`config.mk`:
```
export PLATFORM = sky130hd
export DESIGN_NAME = div_sign_ctrl
export DESIGN_NICKNAME = d
export VERILOG_FILES = /design/src/rtl/rv_div_pkg.sv /design/src/rtl/temp_reg.sv /design/src/rtl/div_sign_ctrl.sv
export VERILOG_INCLUDE_DIRS = /design/src /design/src/include
export SDC_FILE = /design/constraint.sdc
export NUM_CORES = 1
export LEC_CHECK = 0
export BUFFER_PORTS_ARGS = -buffer_cell sky130_fd_sc_hd__buf_4
export CAP_MARGIN = 30
export CORE_MARGIN = 5
export CORE_UTILIZATION = 42
export CTS_BUF_LIST = sky130_fd_sc_hd__clkbuf_4 sky130_fd_sc_hd__clkbuf_8
export DETAILED_ROUTE_END_ITERATION = 8
export PLACE_DENSITY_LB_ADDON = 0.2
export SLEW_MARGIN = 20
export SYNTH_ARGS = -nofsm -noshare
export SYNTH_HDL_FRONTEND = slang
export SYNTH_HIERARCHICAL = 1
export SYNTH_SLANG_ARGS = --single-unit
```
`constraint.sdc`:
```
create_clock -name clk -period 4.6 [get_ports clk]
set_clock_uncertainty 0.2 [all_clocks]
set_input_delay 0.92 -clock clk [delete_from_list [all_inputs] [get_ports clk]]
set_output_delay 0.92 -clock clk [all_outputs]
set_load 0.02 [all_outputs]
```
`src/include/rv_div_defines.svh`:
```
`ifndef RV_DIV_DEFINES_SVH
`define RV_DIV_DEFINES_SVH

// data word width
`define LEN_WORD 32

// quotient bits per sub-step, so radix 16
`define DIV_BASE 4

// sub-steps needed for a full word
`define DIV_STEPS (`LEN_WORD / `DIV_BASE)

// register stages of two sub-steps each, equal to the latency
`define DIV_STAGES (`LEN_WORD / (2 * `DIV_BASE))

// bit positions inside the op field (low funct3 bits)
`define DIV_OP_UNS_BIT 0
`define DIV_OP_REM_BIT 1

`endif

```
`src/rtl/rv_div_pkg.sv`:
```
`default_nettype none

`include "rv_div_defines.svh"

package rv_div_pkg;

    // operand or result word
    typedef logic [`LEN_WORD-1:0] word_t;

    // low funct3 bits
    // 00 DIV, 01 DIVU, 10 REM, 11 REMU
    typedef logic [1:0] div_op_t;

    // one divide request as issued by the core
    typedef struct packed {
        div_op_t op;
        word_t   rs1;
        word_t   rs2;
    } div_req_t;

endpackage

`default_nettype wire

```
`src/rtl/temp_reg.sv`:
```
`timescale 1ns/1ns
`default_nettype none

// register with load enable and synchronous clear
module temp_reg #(
    parameter int W = 1
) (
    input  wire          en,
    input  wire  [W-1:0] d,
    output logic [W-1:0] q,
    input  wire          clk,
    input  wire          rst
);

    always_ff @(posedge clk) begin
        if (rst) begin
            q <= '0;
        end else if (en) begin
            q <= d;
        end
    end

endmodule

`default_nettype wire

```
`src/rtl/div_sign_ctrl.sv`:
```
`timescale 1ns/1ns
`default_nettype none

`include "rv_div_defines.svh"

module div_sign_ctrl (
    input  wire rv_div_pkg::div_req_t req,
    input  wire                       accepted,
    input  wire rv_div_pkg::word_t    core_rd,
    output wire rv_div_pkg::word_t    core_rs1,
    output wire rv_div_pkg::word_t    core_rs2,
    output wire                       rem_flag,
    output wire rv_div_pkg::word_t    rd,
    input  wire                       clk,
    input  wire                       rst
);

    typedef struct packed {
        logic neg;       // two's complement the core result
        logic div_zero;  // signed DIV by zero
        logic rem;       // remainder wanted
    } flags_t;

    wire    is_rem;
    wire    is_uns;
    wire    sign1;
    wire    sign2;
    flags_t flags_d;
    flags_t flags_q;

    assign is_rem = req.op[`DIV_OP_REM_BIT];
    assign is_uns = req.op[`DIV_OP_UNS_BIT];

    // signs count only for DIV and REM
    assign sign1 = ~is_uns & req.rs1[`LEN_WORD-1];
    assign sign2 = ~is_uns & req.rs2[`LEN_WORD-1];

    // magnitudes into the core
    // most negative maps onto itself, which is the right unsigned magnitude
    assign core_rs1 = sign1 ? -req.rs1 : req.rs1;
    assign core_rs2 = sign2 ? -req.rs2 : req.rs2;

    // remainder follows the dividend sign
    assign flags_d.neg      = is_rem ? sign1 : (sign1 ^ sign2);
    assign flags_d.div_zero = ~is_rem & ~is_uns & (req.rs2 == '0);
    assign flags_d.rem      = is_rem;

    // captured once, the requester may move on after accepted
    temp_reg #(.W($bits(flags_t))) r_flags (
        .en  (accepted),
        .d   (flags_d),
        .q   (flags_q),
        .clk (clk),
        .rst (rst)
    );

    assign rem_flag = flags_q.rem;

    // signed divide by zero must give all ones whatever the dividend sign
    assign rd = flags_q.div_zero ? '1
              : flags_q.neg      ? -core_rd
              :                    core_rd;

endmodule

`default_nettype wire

```
==> flow_metrics.py <==
metrics = {
    "synth": {
        "synthAdderAreaFrac_pct": 1.456,
        "syn-num-nets": 489,
        "ys_ff_latch": 3,
        "ys_warn_count": 6,
        "synth-edff-count": 0,
        "ys_seq_area_share_pct": 2.330,
        "synth_area_mm2": 0.002577,
        "synthCells": 385,
        "ys.flop_type": "dfxtp_1",
        "synth_simple_gate_area_share_pct": 35.68,
        "synthMuxAreaShare_pct": 6.602,
        "synth_top_family_by_area": "simple AND/OR/NAND/NOR gates",
        "synth-async-reset-ratio_pct": 0,
        "synth_area_per_cell_um2": 6.695,
        "yosysUniqueCellTypes": 42,
        "synth_compound_area_share_pct": 23.88,
        "synth_xor_area_share_pct": 23.79,
    },
    "floorplan": {
        "num_rows": 28,
        "core_area_mm2": 0.005956,
        "die_h_um": 88.34,
        "pin_count": 198,
        "initial_core_util_pct": 43.28,
        "die-width_um": 88.34,
        "die_area_mm2": 0.007803,
    },
    "global_routing": {
        "grt_use_met2_pct": 44.39,
        "grtUsageMet3_pct": 5.493,
        "grt_pass1_wl_mm": 15.18,
        "antenna_found_initial": 0,
        "use_met1_pct": 26.08,
        "busiest_layer": "met2",
        "grt_pass1_vias": 3424,
        "overflow": 0,
        "grt_max_degree": 36,
        "grt_usage_pct": 23.45,
    },
    "sta": {
        "post-route-period-util_pct": 93.29,
        "final_max_slew_viol_count": 0,
        "max_freq_mhz": 233.0,
        "tns_ns": 0,
        "rsz0062_at_grt": "false",
        "hold_violations": 0,
        "max_slew_margin_pct": 41.90,
        "setup_viol": 0,
        "tightest_slew_ns": 0.8698,
        "whs_ns": 0.3546,
        "layout_min_cycle_time_ns": 4.291,
    },
    "drt": {
        "drt_iter0_markers": 172,
        "totalWireLength_mm": 9.801,
        "vias_per_cell": 5.542,
        "vias": 3591,
        "ant_nets": 0,
        "routedWlPerCell_um": 15.13,
        "drc_errors": 0,
        "dr.pass1.iters": 4,
    },
    "power": {
        "p_int_uw": 320.8,
        "ir_worst_vdd_uv": 104.1,
        "clkPwrFrac_pct": 14.4,
        "p_sw_share_pct": 46.97,
        "power.total_uw": 605.0,
        "p_comb_share_pct": 80.8,
        "p_leak_uw": 0.001898,
        "power_density_mw_per_mm2": 144.8,
        "pwr-share-seq_pct": 4.8,
        "p_switching_uw": 284.2,
    },
    "placed_design": {
        "dp_cells": 644,
        "gp_congestion": 0.8297,
        "dp_hpwl_mm": 8.160,
        "io_buffers": 197,
    },
    "worst_setup_path": {
        "slowest_stage": "or4_4",
        "crit_chain": "buf_4, inv_1, ha_1, or3b_2, or4_4, o41ai_2, mux2i_1, buf_4",
        "endpoint_kind": "primary output",
        "cp_max_fo": 9,
        "crit_required_ns": 3.48,
        "path_buf_inv": 3,
        "worst_path_largest_cell_delay_ns": 0.65,
        "cpLargestDelayFamily": "simple AND/OR/NAND/NOR gates",
        "critPathMostFrequentCell": "buf_4",
        "critPathArrivalTime_ns": 3.17,
        "critPathLaunchType": "primary input",
        "crit_type": "in -> out",
    },
    "min_path": {
        "hold_path_class": "reg -> reg",
    },
    "final_layout": {
        "diodes": 0,
        "n_fill_cell": 529,
        "area_growth_pct": 62.09,
        "instances_no_fill": 648,
        "nets": 678,
        "drive_above_1_share_pct": 38.92,
        "reg_top3": "r_flags/q: 3 flops",
        "post-route-util_pct": 70.15,
        "regMostFlops": "r_flags/q",
        "largest_reg_flops": 3,
    },
    "cts": {
        "cts.repair.resized": 0,
        "clk_latency_ns": 0.23,
        "cts_buffers": 3,
        "hold_buffers": 0,
        "htree_levels": 1,
        "clk_pin_slew_worst_paths_ns": 0.03,
        "cts_tree": "yes",
        "cts.sinks": 3,
        "root_buffer": "clkbuf_8",
        "ctsLongestPathBuffers": 2,
        "post_cts_buffers": 0,
    },
    "status": {
        "status": "finished, final reports clean",
    },
    "flow_run": {
        "cap_violations": 0,
    },
}
## synthesized netlist by cell type (3+ instances only)
library cell  instances  area, um2
nand2b_1              3      18.77
ha_1                  3      37.54
nor2b_1              18      112.6
a21oi_1              12      60.06
or4_1                16      120.1
xor2_1               34      297.8
or2_2                 4      25.02
nand4_1               5      31.28
o31ai_1              20      150.1
nand2_1              26      97.59
nor4_1               17      106.4
nor3_1               14      70.07
dfxtp_1               3      60.06
and3_1                3      18.77
or4_4                 3      33.78
a41oi_1               3      26.28
o41ai_2               4      65.06
xnor2_1              36      315.3
o41ai_1              10      87.58
clkbuf_1             16      60.06
nand3_1               4      20.02
mux2i_1              17      170.2
a31oi_1               9      56.30
nor2_1               39      146.4
buf_6                 3      33.78
o21ai_0              23      115.1
inv_1                12      45.04
or3_1                10      62.56
## cell usage in the layout, fill, tap and decap left out, types with 17 or more instances in the layout
master,count
nor2b_1,18
nor2_1,39
mux2i_1,17
buf_4,206
xor2_1,34
o21ai_0,23
nor4_1,17
xnor2_1,36
o31ai_1,20
nand2_1,26
## worst register-to-register path: cells and delay by family, from the launching register on
family,cells,cell delay (ns)
DFF,1,0.29
buffers and inverters,1,0.31
muxes,1,0.13
and+or+nand+nor,1,0.09
## per-layer routing
metal	vias to the layer above	share of wire (%)	wire length, um
li1	1816	-	-
met1	1615	38	3744
met2	148	50	4926
met3	12	9.7	953
met4	0	1.8	177
met5	-	0	0
## worst paths after layout
| kind | from | to | slack [ns] | depth (start not counted) |
|---|---|---|---|---|
| worst min register to register | r_flags/q[0] | r_flags/q[0] | 0.35 | 2 |
| worst max-delay path | core_rd[0] | rd[26] | 0.31 | 8 |
| worst min-delay path | r_flags/q[0] | r_flags/q[0] | 0.35 | 2 |
| worst max register to register | r_flags/q[1] | r_flags/q[1] | 3.51 | 3 |
## area by class of cell
cell class	instances	area (um2)	area share [%]
clock buffer	4	48.80	1.168
tap	75	93.84	2.246
inverter	12	45.04	1.078
multi-input combinational	347	2356	56.39
timing repair buffer	207	1574	37.68
sequential	3	60.06	1.438
## cells by family (layout without fill, tap and decap cells)
group | Yosys count | count (layout)
flip-flops | 3 | 3
multiplexers | 17 | 17
XOR/XNOR | 70 | 70
AO/OA/AOI/OAI | 88 | 88
buffers and inverters | 35 | 223
adder cells (fa/ha/maj) | 3 | 3
AND/OR/NAND/NOR | 169 | 169
## power by group through the flow
stage | registers [uW] | clock network (uW) | logic (uW)
after floorplan | 28.8 | 0 | 241
after global placement | 31.5 | 0 | 478
after detailed placement | 29.4 | 0 | 489
after CTS | 29.1 | 89.0 | 491
after global routing | 29.3 | 89.2 | 525
final | 29.1 | 87.1 | 489
## stage by stage
stage	cell area, um2	setup slack [ns]
finish	4178	0.3085
detailed placement	4129	0.3208
CTS	4178	0.3193
global placement	4101	0.4093
floorplan	2577	0.3941
global route	4178	0.2231
(Power assumes the default switching activity.)
